`src/hw/cu_bus_pkg.sv`:
```
// Bus and record types of the compute unit control hub.
// Both record views are exactly one 64-bit bus word, upper field first.
`default_nettype none

package cu_bus_pkg;

	// requester of a read and destination of its response
	typedef enum logic {
		CLIENT_VERTEX_JOB = 1'b0,
		CLIENT_ALGORITHM  = 1'b1
	} client_id_t;

	// vertex array entry as the vertex-job reader sees it
	typedef struct packed {
		logic [31:0] out_degree;
		logic [31:0] edge_offset;
	} vertex_record_t;

	// edge array entry as the graph-algorithm reader sees it
	typedef struct packed {
		logic [31:0] dest_vertex;
		logic [31:0] weight;
	} edge_record_t;

	// one returned word, decoded by whichever client asked for it
	typedef union packed {
		vertex_record_t as_vertex;
		edge_record_t   as_edge;
	} response_word_u;

endpackage

`default_nettype wire

```
`src/hw/cu_sizes_pkg.sv`:
```
// Sizes shared by the compute unit control hub.
// The Wishbone address is a byte address. Only full 64-bit words are read.
// Descriptor totals are unsigned record counts.
`default_nettype none

package cu_sizes_pkg;

	//////////////////////////////////////////////////////////////////////
	// memory read port
	//////////////////////////////////////////////////////////////////////

	// byte address on the Wishbone master
	localparam int ADDR_WIDTH = 32;

	// one returned word, one vertex or edge record
	localparam int DATA_WIDTH = 64;

	//////////////////////////////////////////////////////////////////////
	// configuration and work descriptor
	//////////////////////////////////////////////////////////////////////

	// zero means not configured
	localparam int CONFIG_WIDTH = 64;

	// vertex and edge totals carried by the descriptor
	localparam int WED_COUNT_WIDTH = 32;

endpackage

`default_nettype wire

```
`src/hw/completion_tracker.sv`:
```
// Counts delivered vertex and edge records against the descriptor totals.
// Done is sticky until reset. Counters do not wrap-protect, so
// COUNT_WIDTH must cover the largest total.
`timescale 1ns/10ps
`default_nettype none

module completion_tracker #(
	parameter int COUNT_WIDTH = 32
) (
	input  logic                                   clock,
	input  logic                                   rstn,
	input  logic                                   cu_ready,
	input  logic                                   vertex_job_resp_valid,
	input  logic                                   algorithm_resp_valid,
	input  logic [cu_sizes_pkg::WED_COUNT_WIDTH-1:0] total_vertices,
	input  logic [cu_sizes_pkg::WED_COUNT_WIDTH-1:0] total_edges,
	output logic                                   cu_done,
	output logic [COUNT_WIDTH-1:0]                 cu_return_vertices,
	output logic [COUNT_WIDTH-1:0]                 cu_return_edges
);

	// compare at the wider of the two widths
	localparam int CMP_WIDTH = (COUNT_WIDTH > cu_sizes_pkg::WED_COUNT_WIDTH) ?
		COUNT_WIDTH : cu_sizes_pkg::WED_COUNT_WIDTH;

	logic [CMP_WIDTH-1:0] vertices_seen;
	logic [CMP_WIDTH-1:0] edges_seen;
	logic [CMP_WIDTH-1:0] vertices_total;
	logic [CMP_WIDTH-1:0] edges_total;

	assign vertices_seen  = CMP_WIDTH'(cu_return_vertices);
	assign edges_seen     = CMP_WIDTH'(cu_return_edges);
	assign vertices_total = CMP_WIDTH'(total_vertices);
	assign edges_total    = CMP_WIDTH'(total_edges);

	always_ff @(posedge clock or negedge rstn) begin
		if (!rstn) begin
			cu_return_vertices <= '0;
			cu_return_edges    <= '0;
			cu_done            <= 1'b0;
		end else begin
			if (vertex_job_resp_valid)
				cu_return_vertices <= cu_return_vertices + COUNT_WIDTH'(1);
			if (algorithm_resp_valid)
				cu_return_edges <= cu_return_edges + COUNT_WIDTH'(1);
			if (cu_ready && (vertices_seen == vertices_total) && (edges_seen == edges_total))
				cu_done <= 1'b1;
		end
	end

	// clients must never read past the descriptor
	no_overrun: assert property (@(posedge clock) disable iff (!rstn)
		cu_ready |-> (vertices_seen <= vertices_total) && (edges_seen <= edges_total))
		else $error("delivered records exceed descriptor totals");

endmodule

`default_nettype wire

```
`src/hw/cu_config_regs.sv`:
```
// Configuration and work descriptor latch.
// Inputs are sampled only while enabled is high. A zero configuration word
// is ignored, so once configured the unit stays configured until reset.
`timescale 1ns/10ps
`default_nettype none

module cu_config_regs (
	input  logic                                   clock,
	input  logic                                   rstn,
	input  logic                                   enabled,
	input  logic [cu_sizes_pkg::CONFIG_WIDTH-1:0]    config_word,
	input  logic                                   wed_valid,
	input  logic [cu_sizes_pkg::WED_COUNT_WIDTH-1:0] wed_num_vertices,
	input  logic [cu_sizes_pkg::WED_COUNT_WIDTH-1:0] wed_num_edges,
	output logic                                   cu_ready,
	output logic [cu_sizes_pkg::CONFIG_WIDTH-1:0]    cu_status,
	output logic [cu_sizes_pkg::WED_COUNT_WIDTH-1:0] total_vertices,
	output logic [cu_sizes_pkg::WED_COUNT_WIDTH-1:0] total_edges
);

	logic wed_captured;

	// keep the last nonzero word seen while enabled
	always_ff @(posedge clock or negedge rstn) begin
		if (!rstn) begin
			cu_status <= '0;
		end else if (enabled && (|config_word)) begin
			cu_status <= config_word;
		end
	end

	// a later descriptor replaces the earlier totals
	always_ff @(posedge clock or negedge rstn) begin
		if (!rstn) begin
			wed_captured   <= 1'b0;
			total_vertices <= '0;
			total_edges    <= '0;
		end else if (enabled && wed_valid) begin
			wed_captured   <= 1'b1;
			total_vertices <= wed_num_vertices;
			total_edges    <= wed_num_edges;
		end
	end

	assign cu_ready = (|cu_status) && wed_captured;

	//////////////////////////////////////////////////////////////////////
	// checks
	//////////////////////////////////////////////////////////////////////

	// neither register can return to its empty state without reset
	ready_holds: assert property (@(posedge clock) disable iff (!rstn)
		cu_ready |=> cu_ready)
		else $error("cu_ready fell after it had risen");

endmodule

`default_nettype wire

```
`src/hw/cu_control.sv`:
```
// Control hub of one graph-processing compute unit.
// Two read clients share one Wishbone classic read-only master port.
// Nothing moves on the bus until a nonzero configuration and a descriptor
// have both been captured while enabled.
`timescale 1ns/10ps
`default_nettype none

module cu_control #(
	parameter int COUNT_WIDTH = 32
) (
	input  logic                                   clock,
	input  logic                                   rstn,
	// enable, configuration and work descriptor
	input  logic                                   enabled,
	input  logic [cu_sizes_pkg::CONFIG_WIDTH-1:0]    config_word,
	input  logic                                   wed_valid,
	input  logic [cu_sizes_pkg::WED_COUNT_WIDTH-1:0] wed_num_vertices,
	input  logic [cu_sizes_pkg::WED_COUNT_WIDTH-1:0] wed_num_edges,
	// client requests
	input  logic                                   vertex_job_req,
	input  logic [cu_sizes_pkg::ADDR_WIDTH-1:0]      vertex_job_addr,
	output logic                                   vertex_job_grant,
	input  logic                                   algorithm_req,
	input  logic [cu_sizes_pkg::ADDR_WIDTH-1:0]      algorithm_addr,
	output logic                                   algorithm_grant,
	// Wishbone classic master, read only
	output logic                                   wb_cyc,
	output logic                                   wb_stb,
	output logic [cu_sizes_pkg::ADDR_WIDTH-1:0]      wb_adr,
	input  logic                                   wb_ack,
	input  logic [cu_sizes_pkg::DATA_WIDTH-1:0]      wb_dat_i,
	// client responses
	output logic                                   vertex_job_resp_valid,
	output cu_bus_pkg::vertex_record_t             vertex_job_record,
	output logic                                   algorithm_resp_valid,
	output cu_bus_pkg::edge_record_t               algorithm_record,
	// status
	output logic [cu_sizes_pkg::CONFIG_WIDTH-1:0]    cu_status,
	output logic                                   cu_done,
	output logic [COUNT_WIDTH-1:0]                 cu_return_vertices,
	output logic [COUNT_WIDTH-1:0]                 cu_return_edges
);

	logic                                   cu_ready;
	logic [cu_sizes_pkg::WED_COUNT_WIDTH-1:0] total_vertices;
	logic [cu_sizes_pkg::WED_COUNT_WIDTH-1:0] total_edges;
	logic                                   fetch_valid;
	cu_bus_pkg::response_word_u             fetch_word;
	cu_bus_pkg::client_id_t                 fetch_client;

	cu_config_regs config_regs (
		.clock(clock), .rstn(rstn), .enabled(enabled), .config_word(config_word),
		.wed_valid(wed_valid), .wed_num_vertices(wed_num_vertices),
		.wed_num_edges(wed_num_edges), .cu_ready(cu_ready), .cu_status(cu_status),
		.total_vertices(total_vertices), .total_edges(total_edges)
	);

	read_arbiter arbiter (
		.clock(clock), .rstn(rstn), .cu_ready(cu_ready),
		.vertex_job_req(vertex_job_req), .vertex_job_addr(vertex_job_addr),
		.algorithm_req(algorithm_req), .algorithm_addr(algorithm_addr),
		.wb_ack(wb_ack), .wb_dat_i(wb_dat_i),
		.vertex_job_grant(vertex_job_grant), .algorithm_grant(algorithm_grant),
		.wb_cyc(wb_cyc), .wb_stb(wb_stb), .wb_adr(wb_adr),
		.fetch_valid(fetch_valid), .fetch_word(fetch_word), .fetch_client(fetch_client)
	);

	response_router router (
		.clock(clock), .rstn(rstn), .fetch_valid(fetch_valid),
		.fetch_word(fetch_word), .fetch_client(fetch_client),
		.vertex_job_resp_valid(vertex_job_resp_valid), .vertex_job_record(vertex_job_record),
		.algorithm_resp_valid(algorithm_resp_valid), .algorithm_record(algorithm_record)
	);

	completion_tracker #(
		.COUNT_WIDTH(COUNT_WIDTH)
	) tracker (
		.clock(clock), .rstn(rstn), .cu_ready(cu_ready),
		.vertex_job_resp_valid(vertex_job_resp_valid),
		.algorithm_resp_valid(algorithm_resp_valid),
		.total_vertices(total_vertices), .total_edges(total_edges),
		.cu_done(cu_done), .cu_return_vertices(cu_return_vertices),
		.cu_return_edges(cu_return_edges)
	);

endmodule

`default_nettype wire

```
`src/hw/read_arbiter.sv`:
```
// Round-robin read arbiter onto one Wishbone classic master.
// One cycle is in flight at a time and the master never writes.
// Clients hold req and address until their one-cycle grant, which marks ack.
// After reset the vertex-job client wins a tie.
`timescale 1ns/10ps
`default_nettype none

module read_arbiter (
	input  logic                              clock,
	input  logic                              rstn,
	input  logic                              cu_ready,
	input  logic                              vertex_job_req,
	input  logic [cu_sizes_pkg::ADDR_WIDTH-1:0] vertex_job_addr,
	input  logic                              algorithm_req,
	input  logic [cu_sizes_pkg::ADDR_WIDTH-1:0] algorithm_addr,
	input  logic                              wb_ack,
	input  logic [cu_sizes_pkg::DATA_WIDTH-1:0] wb_dat_i,
	output logic                              vertex_job_grant,
	output logic                              algorithm_grant,
	output logic                              wb_cyc,
	output logic                              wb_stb,
	output logic [cu_sizes_pkg::ADDR_WIDTH-1:0] wb_adr,
	output logic                              fetch_valid,
	output cu_bus_pkg::response_word_u        fetch_word,
	output cu_bus_pkg::client_id_t            fetch_client
);

	cu_bus_pkg::client_id_t owner;
	cu_bus_pkg::client_id_t last_served;
	cu_bus_pkg::client_id_t pick;
	logic                   vertex_job_pending;
	logic                   algorithm_pending;
	logic                   start;
	logic                   done;

	// a client under grant this cycle still shows the request it was served for
	assign vertex_job_pending = vertex_job_req && !vertex_job_grant;
	assign algorithm_pending  = algorithm_req && !algorithm_grant;
	assign start = cu_ready && !wb_cyc && (vertex_job_pending || algorithm_pending);
	assign done  = wb_cyc && wb_ack;

	always_comb begin
		if (vertex_job_pending && algorithm_pending) begin
			pick = (last_served == cu_bus_pkg::CLIENT_VERTEX_JOB) ?
				cu_bus_pkg::CLIENT_ALGORITHM : cu_bus_pkg::CLIENT_VERTEX_JOB;
		end else if (algorithm_pending) begin
			pick = cu_bus_pkg::CLIENT_ALGORITHM;
		end else begin
			pick = cu_bus_pkg::CLIENT_VERTEX_JOB;
		end
	end

	//////////////////////////////////////////////////////////////////////
	// bus cycle, grants and hand-off to the router
	//////////////////////////////////////////////////////////////////////

	always_ff @(posedge clock or negedge rstn) begin
		if (!rstn) begin
			wb_cyc           <= 1'b0;
			wb_stb           <= 1'b0;
			wb_adr           <= '0;
			owner            <= cu_bus_pkg::CLIENT_VERTEX_JOB;
			last_served      <= cu_bus_pkg::CLIENT_ALGORITHM;
			vertex_job_grant <= 1'b0;
			algorithm_grant  <= 1'b0;
			fetch_valid      <= 1'b0;
		end else begin
			vertex_job_grant <= 1'b0;
			algorithm_grant  <= 1'b0;
			fetch_valid      <= 1'b0;
			if (start) begin
				wb_cyc <= 1'b1;
				wb_stb <= 1'b1;
				owner  <= pick;
				wb_adr <= (pick == cu_bus_pkg::CLIENT_VERTEX_JOB) ?
					vertex_job_addr : algorithm_addr;
			end else if (done) begin
				wb_cyc           <= 1'b0;
				wb_stb           <= 1'b0;
				last_served      <= owner;
				fetch_valid      <= 1'b1;
				vertex_job_grant <= (owner == cu_bus_pkg::CLIENT_VERTEX_JOB);
				algorithm_grant  <= (owner == cu_bus_pkg::CLIENT_ALGORITHM);
			end
		end
	end

	// data word and owner only mean something next to fetch_valid
	always_ff @(posedge clock) begin
		if (done) begin
			fetch_word   <= cu_bus_pkg::response_word_u'(wb_dat_i);
			fetch_client <= owner;
		end
	end

	//////////////////////////////////////////////////////////////////////
	// checks
	//////////////////////////////////////////////////////////////////////

	adr_stable: assert property (@(posedge clock) disable iff (!rstn)
		(wb_stb && !wb_ack) |=> $stable(wb_adr))
		else $error("wb_adr changed while waiting for ack");

	grant_onehot: assert property (@(posedge clock) disable iff (!rstn)
		!(vertex_job_grant && algorithm_grant))
		else $error("both clients granted in one cycle");

	stb_in_cyc: assert property (@(posedge clock) disable iff (!rstn)
		wb_stb |-> wb_cyc)
		else $error("wb_stb high outside a bus cycle");

endmodule

`default_nettype wire

```
`src/hw/response_router.sv`:
```
// Steers each fetched word to the client that asked for it, one cycle later.
// The record of the client not addressed is driven to zero.
`timescale 1ns/10ps
`default_nettype none

module response_router (
	input  logic                       clock,
	input  logic                       rstn,
	input  logic                       fetch_valid,
	input  cu_bus_pkg::response_word_u fetch_word,
	input  cu_bus_pkg::client_id_t     fetch_client,
	output logic                       vertex_job_resp_valid,
	output cu_bus_pkg::vertex_record_t vertex_job_record,
	output logic                       algorithm_resp_valid,
	output cu_bus_pkg::edge_record_t   algorithm_record
);

	logic to_vertex_job;
	logic to_algorithm;

	assign to_vertex_job = fetch_valid && (fetch_client == cu_bus_pkg::CLIENT_VERTEX_JOB);
	assign to_algorithm  = fetch_valid && (fetch_client == cu_bus_pkg::CLIENT_ALGORITHM);

	always_ff @(posedge clock or negedge rstn) begin
		if (!rstn) begin
			vertex_job_resp_valid <= 1'b0;
			vertex_job_record     <= '0;
			algorithm_resp_valid  <= 1'b0;
			algorithm_record      <= '0;
		end else begin
			vertex_job_resp_valid <= to_vertex_job;
			algorithm_resp_valid  <= to_algorithm;
			// same 64 bits, read through each client's own view
			vertex_job_record <= to_vertex_job ? fetch_word.as_vertex : '0;
			algorithm_record  <= to_algorithm ? fetch_word.as_edge : '0;
		end
	end

	resp_exclusive: assert property (@(posedge clock) disable iff (!rstn)
		!(vertex_job_resp_valid && algorithm_resp_valid))
		else $error("one word delivered to both clients");

endmodule

`default_nettype wire

```
`config.mk`:
```
export PLATFORM = sky130hd
export DESIGN_NAME = cu_control
export DESIGN_NICKNAME = d
export VERILOG_FILES = /design/src/hw/cu_bus_pkg.sv /design/src/hw/cu_sizes_pkg.sv /design/src/hw/completion_tracker.sv /design/src/hw/cu_config_regs.sv /design/src/hw/cu_control.sv /design/src/hw/read_arbiter.sv /design/src/hw/response_router.sv
export SDC_FILE = /design/constraint.sdc
export NUM_CORES = 1
export LEC_CHECK = 0
export ABC_CLOCK_PERIOD_IN_PS = 2650
export BUFFER_PORTS_ARGS = -buffer_cell sky130_fd_sc_hd__buf_4
export CAP_MARGIN = 30
export CORE_AREA = 2 2 220 222
export CTS_CLUSTER_SIZE = 10
export DETAILED_ROUTE_END_ITERATION = 12
export DIE_AREA = 0 0 222 224
export PLACE_DENSITY = 0.67
export RECOVER_POWER = 100
export SLEW_MARGIN = 20
export SYNTH_ARGS = -nofsm -noshare
export SYNTH_HDL_FRONTEND = slang
export SYNTH_SLANG_ARGS = --single-unit
```
`constraint.sdc`:
```
create_clock -name clock -period 2.65 [get_ports clock]
set_input_delay 0.6625 -clock clock [delete_from_list [all_inputs] [get_ports clock]]
set_output_delay 0.6625 -clock clock [all_outputs]
set_load 0.03 [all_outputs]
```
==> flow_summary_export.csv <==
group,metric,value,unit
drt,wirelength,48800,um
critical_path,critical_path_arrival,2850,ps
die,initial_utilization,34.7,%
critical_path,cp_cell_sequence,"nor4_1 > buf_4 > nand4_1 > o41ai_2 > buf_4 > a211oi_2 > buf_12 > mux2_2",
timing,fmaxAchievable,416,MHz
logic_synthesis,yosysSeqAreaShare,66.9,%
logic_synthesis,synth_adder_area_share,0.152,%
job,drv_cap,1,
outcome,outcome,"complete, but fails checks",
clock_tree,post_cts_buffers,0,
outcome,failed_checks,"max-capacitance violations, max-slew violations",
global_route,first_global_vias,12000,
drt,wl_per_cell,20.7,um
clock_tree,cts-resized-gates,0,
die,ioPinCount,558,
timing,finalCriticalPeriod,2410,ps
timing,finalSetupTns,0,ps
global_route,grt_pass1_wl,73000,um
critical_path,rr_startpoint,"config_regs.cu_status[12]",
power,power.density,874,nW/um2
logic_synthesis,synthSimpleGateAreaFrac,10.8,%
timing,tightest_slew,1830,ps
min_path,min_path_cells,1,
timing,rsz0062_at_grt,"no",
finish,layout.nets,1979,
drt,viasPerCell,4.80,
power,power_frac_seq,43.8,%
placement,place_area,21700,um2
finish,final_common_cell,"dfrtp_1",
global_route,grt_antenna_before_repair,7,
critical_path,endpoint,"arbiter.wb_adr[31]",
global_route,grt_max_degree,66,
die,die-width,222,um
logic_synthesis,synth_xor_area_share,6.65,%
logic_synthesis,synth.area.mux_share,13.3,%
clock_tree,cts_max_path_buffers,3,
critical_path,crit_required,3090,ps
die,core_area,47300,um2
clock_tree,clk_pin_slew,60,ps
logic_synthesis,synthesis.area,16500,um2
logic_synthesis,synth-compound-area-share,0.487,%
logic_synthesis,synth_top_family_by_area,"multiplexers",
critical_path,startpoint,"config_regs.cu_status[12]",
finish,stdcell_area,21800,um2
min_path,hold_path.class,"in -> reg",
die,die_y,224,um
logic_synthesis,synth_ff_type,"dfrtp_1",
power,p_leak,9.79,nW
timing,slew_headroom,-21.7,%
timing,slew_viol_final,66,
critical_path,path_common_cell,"buf_4",
placement,gp_routability_congestion,0.933,
logic_synthesis,ys_warn_count,0,
finish,stdcell_count,2360,
timing,setup_viol,0,
power,swShare,32.3,%
placement,dp_cells,2277,
placement,io_buffer_count,557,
drt,firstDrtPassIters,4,
critical_path,end_kind,"flip-flop",
logic_synthesis,async_flop_share,84.8,%
critical_path,reg2regPathDepth,8,
logic_synthesis,synth_fp_nets,1375,
global_route,grt_use_total,19.2,%
finish,area_growth,32.7,%
critical_path,timing.rr.end,"arbiter.wb_adr[31]",
clock_tree,cts_tree,"done",
power,pwr-share-comb,23.9,%
drt,vias,11300,
power,pwr-share-clk,32.3,%
timing,hold_viol,0,
power,p_int,12.9,mW
finish,drive_gt1_share,31.5,%
placement,hpwl,36300,um
clock_tree,cts_inserted_buffers,50,
power,power,19.1,mW
power,peakVddDrop,0.671,mV
critical_path,cp_max_fo,13,
clock_tree,cts_sinks,427,
critical_path,max_stage_delay,440,ps
clock_tree,ctsHoldBuffers,0,
critical_path,startpoint_type,"flip-flop",
clock_tree,cts-root-buf,"clkbuf_16",
drt,drt-initial-drc-count,568,
logic_synthesis,synth_cells,1110,
logic_synthesis,ys_ff_latch,427,
die,die-area,49700,um2
clock_tree,insertion_delay,570,ps
drt,ant_nets,0,
global_route,overflow,0,
critical_path,worst-r2r-setup-slack,240,ps
timing,post-route-period-util,90.8,%
critical_path,crit_path_top_delay_cell,"nor4_1",
clock_tree,h-tree-depth,2,
critical_path,crit_type,"reg -> reg",
finish,final_cell_mix,"dfrtp_1, clkbuf_1, buf_4",
logic_synthesis,synth_edf_count,65,
logic_synthesis,synth_cell_type_count,40,
drt,drc_errors,0,
power,switching_power,6.16,mW
timing,skew,26.9,ps
die,num_rows,80,
logic_synthesis,syn_area_per_cell,14.8,um2
worst max-delay path, delay by kind of cell (launching register included):
family / cells / cell delay (ps)
AND/OR/NAND/NOR: 2 / 560
AO/OA/AOI/OAI: 2 / 450
buffers and inverters: 3 / 620
flip-flops: 1 / 400
multiplexers: 1 / 270
stage by stage:
step                hold WS [ps]  util [%]  worst slack [ps]
finish                       290      46.1               244
global route                 257      46.1              77.5
CTS                         6.83      48.8               258
detailed placement           458      45.8             -96.8
global placement             449      45.8              -107
floorplan                    367         -               188
registers in the layout, indices dropped and copies added (netlist names):
signal                        count
arbiter.owner                     1
router.algorithm_record          64
arbiter.wb_cyc                    1
tracker.cu_done                   1
arbiter.fetch_valid               1
config_regs.wed_captured          1
tracker.cu_return_edges          32
arbiter.fetch_word               64
arbiter.last_served               1
router.vertex_job_record         64
router.vertex_job_resp_valid      1
arbiter.algorithm_grant           1
arbiter.vertex_job_grant          1
tracker.cu_return_vertices       32
arbiter.wb_adr                   32
config_regs.total_vertices       32
router.algorithm_resp_valid       1
config_regs.cu_status            64
arbiter.fetch_client              1
config_regs.total_edges          32
layer usage:
metal | track usage, % | vias to the layer above | wire, um
li1 | - | 5122 | -
met1 | 23.5 | 5688 | 19500
met2 | 32.2 | 407 | 24200
met3 | 5.75 | 95 | 3700
met4 | 7.26 | 8 | 1430
met5 | 0 | - | 47
Yosys cell counts (3+ instances only):
| cell | n | area, um2 |
|---|---|---|
| dfrtp_1 | 361 | 9030 |
| mux2_2 | 191 | 2150 |
| xnor2_1 | 73 | 639 |
| and3_1 | 69 | 432 |
| and2_1 | 68 | 425 |
| edfxtp_1 | 65 | 1950 |
| xor2_1 | 52 | 455 |
| nor4_1 | 45 | 282 |
| clkbuf_1 | 33 | 124 |
| nand4_1 | 32 | 200 |
| nand2_1 | 26 | 97.6 |
| nand3_1 | 15 | 75.1 |
| nor2_1 | 14 | 52.6 |
| inv_1 | 10 | 37.5 |
| and4_1 | 8 | 70.1 |
| nor3_1 | 8 | 40.0 |
| buf_6 | 6 | 67.6 |
| buf_2 | 4 | 20.0 |
| nand2b_1 | 4 | 25.0 |
| mux2_1 | 3 | 33.8 |
power groups by stage:
| stage | combinational (mW) | clock [mW] | sequential [mW] |
|---|---|---|---|
| final | 4.55 | 6.17 | 8.36 |
| after floorplan | 1.53 | 0 | 9.73 |
| after CTS | 5.28 | 6.36 | 8.38 |
| after global placement | 5.20 | 0 | 8.45 |
| after detailed placement | 5.26 | 0 | 8.49 |
| after global routing | 4.85 | 6.62 | 8.49 |
kinds of logic (layout without fill, tap and decap cells):
group | Yosys count | count (layout)
DFF | 427 | 427
and+or+nand+nor | 298 | 298
muxes | 195 | 195
xor gates and xnor gates | 125 | 125
buffers and inverters | 55 | 687
AOI/OAI and AO/OA | 8 | 8
adders and majority gates | 2 | 2
other | 0 | 3
how the worst min path moves through the flow:
stage / start / endpoint / slack [ps]
after floorplan: rstn / arbiter.algorithm_grant / 370
after global placement: arbiter.fetch_word[51] / router.vertex_job_record[51] / 450
after detailed placement: arbiter.fetch_word[35] / router.vertex_job_record[35] / 460
after CTS: rstn / config_regs.total_vertices[7] / 7
after global routing: wb_dat_i[4] / arbiter.fetch_word[4] / 260
final: wb_dat_i[63] / arbiter.fetch_word[63] / 290
area by class of cell:
cell class / count / area, um2
fillers: 4564 / 25500
flip-flops and latches: 427 / 11000
multi-input cells: 628 / 5190
repair buffers: 597 / 3400
clock buffers: 77 / 1370
well taps: 615 / 769
clock inverters: 3 / 51.3
inverters: 10 / 37.5
diodes: 3 / 7.51
(Power assumes the default switching activity.)
